File: config.mk
export PLATFORM = sky130hd
export DESIGN_NAME = rv_core
export DESIGN_NICKNAME = d
export VERILOG_FILES = /design/src/source/rv_core_pkg.sv /design/src/source/commit.sv /design/src/source/exu.sv /design/src/source/idu.sv /design/src/source/ifu.sv /design/src/source/regfile.sv /design/src/source/rv_core.sv
export SDC_FILE = /design/constraint.sdc
export NUM_CORES = 2
export LEC_CHECK = 0
export BUFFER_PORTS_ARGS = -buffer_cell sky130_fd_sc_hd__buf_2
export CAP_MARGIN = 5
export CORE_MARGIN = 5
export CORE_UTILIZATION = 30
export CTS_CLUSTER_SIZE = 14
export DETAILED_ROUTE_END_ITERATION = 8
export HOLD_SLACK_MARGIN = 0.02
export PLACE_DENSITY = 0.47
export SLEW_MARGIN = 25
export SYNTH_ARGS = -nofsm -noshare
export SYNTH_HDL_FRONTEND = slang
export SYNTH_SLANG_ARGS = --single-unit
File: constraint.sdc
create_clock -name clk -period 8.65 [get_ports clk]
set_input_delay 1.73 -clock clk [delete_from_list [all_inputs] [get_ports clk]]
set_output_delay 1.73 -clock clk [all_outputs]
set_load 0.02 [all_outputs]
File: src/source/rv_core_pkg.sv
package rv_core_pkg;

    localparam int xlen = 32;

    // base opcodes, inst[6:0]
    localparam logic [6:0] op_lui    = 7'b0110111;
    localparam logic [6:0] op_auipc  = 7'b0010111;
    localparam logic [6:0] op_jal    = 7'b1101111;
    localparam logic [6:0] op_jalr   = 7'b1100111;
    localparam logic [6:0] op_load   = 7'b0000011;
    localparam logic [6:0] op_branch = 7'b1100011;
    localparam logic [6:0] op_imm    = 7'b0010011;
    localparam logic [6:0] op_system = 7'b1110011;

    localparam logic [2:0] f3_addi = 3'b000;
    localparam logic [2:0] f3_lw   = 3'b010;
    localparam logic [2:0] f3_beq  = 3'b000;
    localparam logic [2:0] f3_jalr = 3'b000;

    localparam logic [31:0] inst_ebreak = 32'h0010_0073;

    localparam logic [xlen-1:0] reset_pc = 32'h8000_0000;

    // one fetched word, seen through the four immediate layouts
    typedef union packed {
        struct packed {
            logic [11:0] imm;
            logic [4:0]  rs1;
            logic [2:0]  funct3;
            logic [4:0]  rd;
            logic [6:0]  opcode;
        } i_view;
        struct packed {
            logic        imm_12;
            logic [5:0]  imm_10_5;
            logic [4:0]  rs2;
            logic [4:0]  rs1;
            logic [2:0]  funct3;
            logic [3:0]  imm_4_1;
            logic        imm_11;
            logic [6:0]  opcode;
        } b_view;
        struct packed {
            logic [19:0] imm_31_12;
            logic [4:0]  rd;
            logic [6:0]  opcode;
        } u_view;
        struct packed {
            logic        imm_20;
            logic [9:0]  imm_10_1;
            logic        imm_11;
            logic [7:0]  imm_19_12;
            logic [4:0]  rd;
            logic [6:0]  opcode;
        } j_view;
    } inst_t;

endpackage

File: src/source/commit.sv
`timescale 1ns/1ps

module commit import rv_core_pkg::*; (
    input  logic            clk,
    input  logic            rst_n,
    input  logic            is_ebreak,
    input  logic            reg_write_en,
    input  logic [4:0]      rd_addr,
    input  logic [31:0]     result,
    input  logic [31:0]     next_pc,
    output logic            rf_we,
    output logic [4:0]      rf_waddr,
    output logic [31:0]     rf_wdata,
    output logic            pc_load,
    output logic [31:0]     pc_next,
    output logic            halted,
    output logic [31:0]     instret
);

    logic [xlen-1:0] instret_q;
    logic            halted_q;

    // nothing retires after ebreak
    assign rf_we    = reg_write_en && !halted_q;
    assign rf_waddr = rd_addr;
    assign rf_wdata = result;
    assign pc_load  = !halted_q;
    assign pc_next  = next_pc;

    always_ff @(posedge clk or negedge rst_n) begin
        if (!rst_n) begin
            halted_q  <= 1'b0;
            instret_q <= '0;
        end else if (!halted_q) begin
            instret_q <= instret_q + 32'd1; // ebreak counts too
            if (is_ebreak) begin
                halted_q <= 1'b1;
            end
        end
    end

    assign halted  = halted_q;
    assign instret = instret_q;

endmodule

File: src/source/exu.sv
`timescale 1ns/1ps

module exu import rv_core_pkg::*; (
    input  logic [31:0]     rs1_data,
    input  logic [31:0]     rs2_data,
    input  logic [31:0]     imm,
    input  logic            reg_write_en,
    input  logic [4:0]      rd_addr,
    input  logic [31:0]     pc,
    input  logic [6:0]      opcode,
    input  logic [2:0]      funct3,
    input  logic [31:0]     mem_data,
    output logic [31:0]     result,
    output logic [4:0]      rd_addr_out,
    output logic            reg_write_en_out,
    output logic [31:0]     next_pc,
    output logic [31:0]     mem_addr
);

    logic [xlen-1:0] alu_a;
    logic [xlen-1:0] alu_sum;
    logic [xlen-1:0] pc_plus4;
    logic [xlen-1:0] jalr_target;
    logic [xlen-1:0] branch_target;
    logic            branch_taken;

    always_comb begin
        case (opcode)
            op_auipc, op_jal: alu_a = pc;
            op_lui:           alu_a = '0;
            default:          alu_a = rs1_data;
        endcase
    end

    assign alu_sum  = alu_a + imm; // also the jal target
    assign mem_addr = alu_sum;

    assign pc_plus4      = pc + 32'd4;
    assign jalr_target   = alu_sum & ~32'h1;
    assign branch_target = pc + imm;
    assign branch_taken  = (funct3 == f3_beq) && (rs1_data == rs2_data);

    always_comb begin
        case (opcode)
            op_jal, op_jalr: result = pc_plus4; // link value
            op_load:         result = mem_data;
            default:         result = alu_sum;
        endcase
    end

    always_comb begin
        case (opcode)
            op_jal: begin
                next_pc = alu_sum;
            end
            op_jalr: begin
                next_pc = (funct3 == f3_jalr) ? jalr_target : pc_plus4;
            end
            op_branch: begin
                next_pc = branch_taken ? branch_target : pc_plus4;
            end
            default: begin
                next_pc = pc_plus4;
            end
        endcase
    end

    assign rd_addr_out      = rd_addr;
    assign reg_write_en_out = reg_write_en;

endmodule

File: src/source/idu.sv
`timescale 1ns/1ps

module idu import rv_core_pkg::*; (
    input  inst_t           inst,
    output logic [4:0]      rs1_addr,
    output logic [4:0]      rs2_addr,
    output logic [4:0]      rd_addr,
    output logic [31:0]     imm,
    output logic [6:0]      opcode,
    output logic [2:0]      funct3,
    output logic            reg_write_en,
    output logic            is_ebreak
);

    logic writes_rd;

    // fields sit at the same bits in every layout
    assign opcode   = inst.i_view.opcode;
    assign funct3   = inst.i_view.funct3;
    assign rd_addr  = inst.i_view.rd;
    assign rs1_addr = inst.i_view.rs1;
    assign rs2_addr = inst.b_view.rs2;

    assign is_ebreak = (inst == inst_ebreak);

    always_comb begin
        case (inst.i_view.opcode)
            op_lui, op_auipc: begin
                imm = {inst.u_view.imm_31_12, 12'b0};
            end
            op_jal: begin
                imm = {{11{inst.j_view.imm_20}},
                       inst.j_view.imm_20,
                       inst.j_view.imm_19_12,
                       inst.j_view.imm_11,
                       inst.j_view.imm_10_1,
                       1'b0};
            end
            op_branch: begin
                imm = {{19{inst.b_view.imm_12}},
                       inst.b_view.imm_12,
                       inst.b_view.imm_11,
                       inst.b_view.imm_10_5,
                       inst.b_view.imm_4_1,
                       1'b0};
            end
            op_jalr, op_load, op_imm: begin
                imm = {{20{inst.i_view.imm[11]}}, inst.i_view.imm};
            end
            default: begin
                imm = '0;
            end
        endcase
    end

    always_comb begin
        case (inst.i_view.opcode)
            op_lui, op_auipc, op_jal: writes_rd = 1'b1;
            op_jalr:                  writes_rd = (inst.i_view.funct3 == f3_jalr);
            op_imm:                   writes_rd = (inst.i_view.funct3 == f3_addi);
            op_load:                  writes_rd = (inst.i_view.funct3 == f3_lw);
            default:                  writes_rd = 1'b0;
        endcase
    end

    // x0 never gets a write strobe
    assign reg_write_en = writes_rd && (inst.i_view.rd != 5'd0);

endmodule

File: src/source/ifu.sv
`timescale 1ns/1ps

module ifu import rv_core_pkg::*; (
    input  logic            clk,
    input  logic            rst_n,
    input  logic            pc_load,
    input  logic [31:0]     pc_next,
    input  logic [31:0]     inst_raw,
    output logic [31:0]     pc,
    output inst_t           inst
);

    logic [xlen-1:0] pc_q;

    always_ff @(posedge clk or negedge rst_n) begin
        if (!rst_n) begin
            pc_q <= reset_pc;
        end else if (pc_load) begin
            pc_q <= pc_next; // held once halted
        end
    end

    assign pc = pc_q;

    // memory answers in the same cycle
    assign inst = inst_raw;

endmodule

File: src/source/regfile.sv
`timescale 1ns/1ps

module regfile import rv_core_pkg::*; (
    input  logic            clk,
    input  logic            rst_n,
    input  logic [4:0]      rs1_addr,
    input  logic [4:0]      rs2_addr,
    output logic [31:0]     rs1_data,
    output logic [31:0]     rs2_data,
    input  logic            we,
    input  logic [4:0]      waddr,
    input  logic [31:0]     wdata
);

    logic [xlen-1:0] regs [1:31];

    always_ff @(posedge clk or negedge rst_n) begin
        if (!rst_n) begin
            for (int i = 1; i < 32; i++) begin
                regs[i] <= '0;
            end
        end else if (we && (waddr != 5'd0)) begin
            regs[waddr] <= wdata;
        end
    end

    // async read, x0 hardwired
    assign rs1_data = (rs1_addr == 5'd0) ? '0 : regs[rs1_addr];
    assign rs2_data = (rs2_addr == 5'd0) ? '0 : regs[rs2_addr];

endmodule

File: src/source/rv_core.sv
`timescale 1ns/1ps

module rv_core import rv_core_pkg::*; (
    input  logic            clk,
    input  logic            rst_n,
    input  logic [31:0]     inst,
    output logic [31:0]     pc,
    output logic [31:0]     mem_addr,
    input  logic [31:0]     mem_rdata,
    output logic            wb_en,
    output logic [4:0]      wb_addr,
    output logic [31:0]     wb_data,
    output logic            halted,
    output logic [31:0]     instret
);

    inst_t           inst_dec;
    logic [4:0]      rs1_addr;
    logic [4:0]      rs2_addr;
    logic [4:0]      rd_addr;
    logic [xlen-1:0] imm;
    logic [6:0]      opcode;
    logic [2:0]      funct3;
    logic            reg_write_en;
    logic            is_ebreak;
    logic [xlen-1:0] rs1_data;
    logic [xlen-1:0] rs2_data;
    logic [xlen-1:0] result;
    logic [4:0]      rd_addr_ex;
    logic            reg_write_en_ex;
    logic [xlen-1:0] next_pc;
    logic            pc_load;
    logic [xlen-1:0] pc_next;

    ifu u_ifu (
        .clk      (clk),
        .rst_n    (rst_n),
        .pc_load  (pc_load),
        .pc_next  (pc_next),
        .inst_raw (inst),
        .pc       (pc),
        .inst     (inst_dec)
    );

    idu u_idu (
        .inst         (inst_dec),
        .rs1_addr     (rs1_addr),
        .rs2_addr     (rs2_addr),
        .rd_addr      (rd_addr),
        .imm          (imm),
        .opcode       (opcode),
        .funct3       (funct3),
        .reg_write_en (reg_write_en),
        .is_ebreak    (is_ebreak)
    );

    regfile u_regfile (
        .clk      (clk),
        .rst_n    (rst_n),
        .rs1_addr (rs1_addr),
        .rs2_addr (rs2_addr),
        .rs1_data (rs1_data),
        .rs2_data (rs2_data),
        .we       (wb_en),
        .waddr    (wb_addr),
        .wdata    (wb_data)
    );

    exu u_exu (
        .rs1_data         (rs1_data),
        .rs2_data         (rs2_data),
        .imm              (imm),
        .reg_write_en     (reg_write_en),
        .rd_addr          (rd_addr),
        .pc               (pc),
        .opcode           (opcode),
        .funct3           (funct3),
        .mem_data         (mem_rdata),
        .result           (result),
        .rd_addr_out      (rd_addr_ex),
        .reg_write_en_out (reg_write_en_ex),
        .next_pc          (next_pc),
        .mem_addr         (mem_addr)
    );

    // write port doubles as the observation output
    commit u_commit (
        .clk          (clk),
        .rst_n        (rst_n),
        .is_ebreak    (is_ebreak),
        .reg_write_en (reg_write_en_ex),
        .rd_addr      (rd_addr_ex),
        .result       (result),
        .next_pc      (next_pc),
        .rf_we        (wb_en),
        .rf_waddr     (wb_addr),
        .rf_wdata     (wb_data),
        .pc_load      (pc_load),
        .pc_next      (pc_next),
        .halted       (halted),
        .instret      (instret)
    );

endmodule

Word-level counts from Yosys, hierarchy flattened
Index checks and enable logic that the tools add are counted.

storage, ports and cells
  ROM bits = 0
  memory bits (writable) = 0
  output and inout bits = 135
  register bits = 1057
  word-level logic and storage cells = 91
  input bits = 66
  bits in latches = 0
  memories = 0

cells by class
  $mul = 0
  shift operators = 0
  div/mod/pow operators = 0
  $lt $le $gt $ge = 4
  eq/ne operators = 10
  reductions and logical operators = 16
  bitwise operators = 3
  add/sub/neg operators = 4
  mux-type cells = 20

operators by type and width
  kind                                                      count
  bitwise mux 992 bit                                       1
  binary-select mux 32 bit (select 5 bit)                   2
  two-way mux 32 bit                                        9
  demux 32 bit (select 5 bit)                               1
  one-hot mux 32 bit (2 select lines)                       2
  one-hot mux 32 bit (4 select lines)                       1
  one-hot mux 32 bit (3 select lines)                       1
  adder 32 bit                                              2
  adder 32 x 1 -> 32 bit, second input constant             1
  adder 32 x 3 -> 32 bit, second input constant             1
  equality test 32 x 21 -> 1 bit, second input constant     1
  equality test 32 bit                                      1
  equality test 7 bit, second input constant                3
  greater-or-equal comparator 6 bit, second input constant  3
  inverter 5 -> 6 bit                                       3
  equality test 7 x 5 -> 1 bit, second input constant       2
  zero test 5 bit                                           2
  OR reduction 2 bit                                        4
  equality test 7 x 2 -> 1 bit, second input constant       1
  equality test 7 x 6 -> 1 bit, second input constant       1
  < comparator 6 x 1 -> 1 bit, second input constant        1
  OR reduction 3 bit                                        2
  logical AND 1 bit                                         5
  nonzero test 5 bit                                        1
  5 further kinds                                           6

Longest topological paths before layout
  depth after elaboration = 9
  mapped depth = 29
  mapped depth without buffers = 19

Modules after synthesis
From an unflattened synthesis, not the netlist that was laid out.

unflattened totals
  cells, all modules = 4842
  area, all modules = 63682.3 um^2

modules (own cells, without submodules)
  module   cells each  area each (um^2)  times used  seq. area each (um^2)
  regfile  3612        53491.3           1           24823.8
  exu      810         5644.2            1           0.0
  commit   198         2049.5            1           825.8
  ifu      100         1586.5            1           802.0
  idu      122         910.9             1           0.0

Worst setup path after synthesis
OpenSTA, ideal clock, no wires.

  path kind = in2out
  start point = input inst[15]
  end point = output wb_data[30]
  stages = 27
  setup slack = -516 ps
  data arrival time = 7436 ps
  buffers on the path = 9
  required time = 6920 ps
  cell sequence = buf_6 buf_12 buf_12 buf_12 buf_12 buf_12 buf_2 mux4_2 mux4_2 mux2i_1 o21ai_0 ha_1 clkbuf_1 a21oi_1 o21bai_1 a21oi_1 a21boi_0 o21ai_0 a21o_1 a21o_1 a21o_1 a221o_1 a41oi_1 xnor2_1 a21oi_1 clkbuf_1 inv_1

on the way
  longest elaborated chain between the ends = 8
  elaborated cells between the ends (all ways) = 10
  classes of those cells = add/sub (1); mux (7); bitwise (1); reduce/logical (1)

RTL lines
  what                                                    RTL line       text
  start: declaration                                      rv_core.sv:6   input logic [31:0] inst,
  inverter 5 -> 6 bit (implied by the code)               regfile.sv:28  assign rs1_data = (rs1_addr == 5'd0) ? '0 : regs[rs1_addr];
  binary-select mux 32 bit (select 5 bit)                 regfile.sv:28
  two-way mux 32 bit (implied by the code) (2 in series)  regfile.sv:28
  two-way mux 32 bit                                      regfile.sv:28
  one-hot mux 32 bit (2 select lines)                     exu.sv:28      case (opcode)
  adder 32 bit *                                          exu.sv:35      assign alu_sum = alu_a + imm;
  named net mem_addr[30]                                  rv_core.sv:8   output logic [31:0] mem_addr,
  one-hot mux 32 bit (2 select lines) *                   exu.sv:44      case (opcode)
  end: declaration                                        rv_core.sv:12  output logic [31:0] wb_data,

The timed path passes the listed nets; every way through them passes the cells marked *. The select of a mux whose other input is x is not followed.

Final worst setup path
  start point = input inst[15]
  end point = output wb_data[20]

on the way
  longest elaborated chain between the ends = 8
  elaborated cells between the ends (all ways) = 10
  classes of those cells = add/sub (1); mux (7); bitwise (1); reduce/logical (1)

RTL lines
  what                                                    RTL line
  inverter 5 -> 6 bit (implied by the code)               regfile.sv:28
  binary-select mux 32 bit (select 5 bit)                 regfile.sv:28
  two-way mux 32 bit (implied by the code) (2 in series)  regfile.sv:28
  two-way mux 32 bit                                      regfile.sv:28
  one-hot mux 32 bit (2 select lines)                     exu.sv:28
  adder 32 bit *                                          exu.sv:35
  one-hot mux 32 bit (2 select lines) *                   exu.sv:44

Mark *: on every way between the ends. The rest lies on a longest branch, timed or not. The select of a mux whose other input is x is not followed.

==> results.json <==
{
  "outcome": "complete, no violations",
  "clk_path_buf_depth": 3,
  "drive_above_1_share": 0.251,
  "synth.most_common_cell": "dfrtp_1",
  "r2r_end": "u_regfile.regs[28]",
  "period_share": 0.971,
  "hpwl_mm": 161,
  "overflow": 0,
  "crit_required_ps": 6920,
  "antenna_found_initial": 17,
  "first_iter_violations": 4958,
  "syn_nets": 5894,
  "synth_seq_cells": 1057,
  "grt_max_degree": 175,
  "worst_pin_slew_ps": 1120,
  "num-fill-cells": 20200,
  "io_buffers": 200,
  "place_congestion": 0.947,
  "whs_endpoint": "u_commit.instret[31]",
  "via_per_inst": 5.54,
  "critPathLaunchType": "input pin",
  "vias": 48400,
  "synth.avg_cell_area_um2": 10.6,
  "drt_pass1_iterations": 5,
  "final_nets": 6080,
  "dieArea_mm2": 0.212,
  "regArea_mm2": 0.0265,
  "yosys_warnings": 0,
  "relSlewSlack": 0.248,
  "synth_edf_count": 0,
  "slowest_stage": "a2111oi_4",
  "ant_nets": 0,
  "finalClockSkew_ps": 60.4,
  "setup_viol": 0,
  "vdd_ir_drop_max_v": 0.000174,
  "die_w_um": 461,
  "min_path_type": "reg -> reg",
  "grt_pass1_vias": 47800,
  "crit_path_end_kind": "primary output",
  "cpMostUsedCell": "nand2_1",
  "postCtsHoldBufs": 0,
  "power.total_mw": 11.3,
  "cts_root_buffer": "clkbuf_16",
  "dominantRegCellSynth": "dfrtp_1",
  "synth_area_mm2": 0.0609,
  "pwr_density_cell_mw_per_mm2": 157,
  "min_period_ps": 8400,
  "report.final.slew_viol_count": 0,
  "area_delta_synth_final_pct": 17.4,
  "cp.arrival_ps": 6670,
  "cts_made_buffers": 117,
  "fp-row-count": 165,
  "ys_top_cells_by_count": "dfrtp_1 (1,056), nand2_1 (923), o21ai_0 (805)",
  "grt_util_all_layers": 0.226,
  "drc": 0,
  "path_class": "in -> out",
  "hold_path.startpoint": "u_commit.instret[31]",
  "clk_pin_slew_ps": 60,
  "fmaxAchievable_ghz": 0.119,
  "grt_pass1_wl_mm": 353,
  "io_pins": 201,
  "yosysTopAreaCell": "dfrtp_1",
  "multi_input_area_mm2": 0.0326,
  "critical_path.top_delay_family": "compound AO/OA/AOI/OAI gates",
  "wirelength_mm": 242,
  "clk-insertion-delay-late_ps": 790,
  "cp_max_fo": 19,
  "ys_top_cells_by_area": "dfrtp_1 (43%), mux4_2 (19%), o21ai_0 (6.6%)",
  "dieHeight_um": 461,
  "holdPathStages": 1,
  "syn_inst": 5773,
  "worstReg2RegStart": "u_regfile.regs[641]",
  "r2r_setup_slack_ps": 3350,
  "whs_ps": 464,
  "cp_cell_sequence": "buf_16 > buf_12 > nor2b_4 > a221o_1 > nand2_1 > a2111oi_4 > buf_4 > a22o_1 > xor2_1 > ha_1 > a311o_1 > a311oi_2 > nor4_4 > o2111ai_2 > a21boi_0 > buf_4 > or3_1 > and2_1 > nand2_1 > nand2_1 > buf_12 > buf_2",
  "synth_cell_types": 102,
  "cts_tree": "built",
  "hold_violations": 0,
  "clkSinkCount": 1057,
  "rsz0062_at_grt": "no",
  "drv_cap": 0,
  "initial_core_util": 0.301,
  "clock_power_share": 0.475,
  "core_mm2": 0.202,
  "cpPeakStageDelay_ps": 520,
  "r2r_cells": 18,
  "power_frac_comb": 0.085,
  "synth_top_area_frac": 0.434,
  "yosysSeqAreaShare": 0.434,
  "critical_path_buf_inv_count": 6,
  "cts.htree.levels": 3,
  "p_sw_mw": 2.88,
  "sw_frac_of_total": 0.256,
  "wl_per_cell_um": 27.8,
  "power.leakage_nw": 31.1,
  "pwr-share-seq": 0.440,
  "p_int_mw": 8.37,
  "postSynth.asyncResetShare": 1.00
}
## cells by family after synthesis
kind of cell | share of synthesized area
flops | 0.434
compound gates | 0.150
fa+ha+maj | 0.0122
xor+xnor | 0.0217
mux | 0.229
simple gates | 0.111
buf+inv | 0.0427
## power groups by stage
| stage | Combinational (mW) | Sequential [mW] | Clock, mW |
|---|---|---|---|
| after global routing | 1.02 | 4.95 | 5.65 |
| after CTS | 0.962 | 4.95 | 5.47 |
| after global placement | 0.958 | 5.04 | 0 |
| after detailed placement | 0.959 | 5.04 | 0 |
| after floorplan | 0.456 | 5.04 | 0 |
| final | 0.955 | 4.95 | 5.35 |
## layout make-up
class | instances | share of cell area
diodes | 9 | 0.000315
clock buffers | 172 | 0.0483
clock inverters | 45 | 0.00883
inverters | 67 | 0.00369
multi-input cells | 4121 | 0.455
flip-flops and latches | 1057 | 0.370
well taps | 2672 | 0.0467
repair buffers | 595 | 0.0670
## sequential cells by signal, indices dropped and copies added (netlist names)
name              count
u_regfile.regs      992
u_commit.instret     32
u_ifu.pc             32
u_commit.halted       1
## placed cells by master, fill, tap and decap left out, types with 58 or more instances in the layout
| cell | count |
|---|---|
| inv_1 | 61 |
| a31oi_1 | 74 |
| a21oi_1 | 286 |
| mux4_2 | 515 |
| buf_12 | 58 |
| dfrtp_1 | 1056 |
| o21ai_0 | 805 |
| nor2_1 | 408 |
| mux2i_1 | 136 |
| clkbuf_16 | 118 |
| mux2_2 | 80 |
| a21o_1 | 65 |
| nand2_1 | 894 |
| buf_4 | 338 |
| buf_2 | 191 |
| xnor2_1 | 93 |
## what timing repair did
item | in CTS | in global routing
resized for setup | 4 | 17
setup buffers | 0 | 0
pin swaps | 0 | 1
setup endpoints to repair | 18 | 17
hold endpoints to repair | 0 | 0
## routing by layer
layer,global-route usage,vias to the layer above,part of all wire
li1,-,21500,-
met1,0.321,24800,0.44
met2,0.349,1824,0.44
met3,0.0437,343,0.078
met4,0.0734,8,0.034
met5,0,-,0.00021
## worst max-delay path by stage
| stage | from | endpoint | slack (ps) | depth (start not counted) |
|---|---|---|---|---|
| global route | inst[15] | mem_addr[25] | 10 | 22 |
| global placement | inst[15] | wb_data[20] | -440 | 22 |
| floorplan | inst[15] | wb_data[30] | 4 | 27 |
| CTS | inst[15] | wb_data[30] | 10 | 24 |
| finish | inst[15] | wb_data[20] | 250 | 22 |
| detailed placement | inst[15] | wb_data[20] | -410 | 22 |
## per-stage QoR
step                cell area [um^2]  setup slack, ps  TNS (ps)  std cells  utilization
finish                         71500              249         0       8738        0.354
global route                   71500             13.4         0       8731        0.354
CTS                            71400             11.4         0       8728        0.353
detailed placement             67300             -405     -3130       8511        0.333
global placement               67300             -436     -3170       8511        0.333
floorplan                      61000             3.61         0       5773            -
No activity file was read; power rests on OpenSTA's default activity.
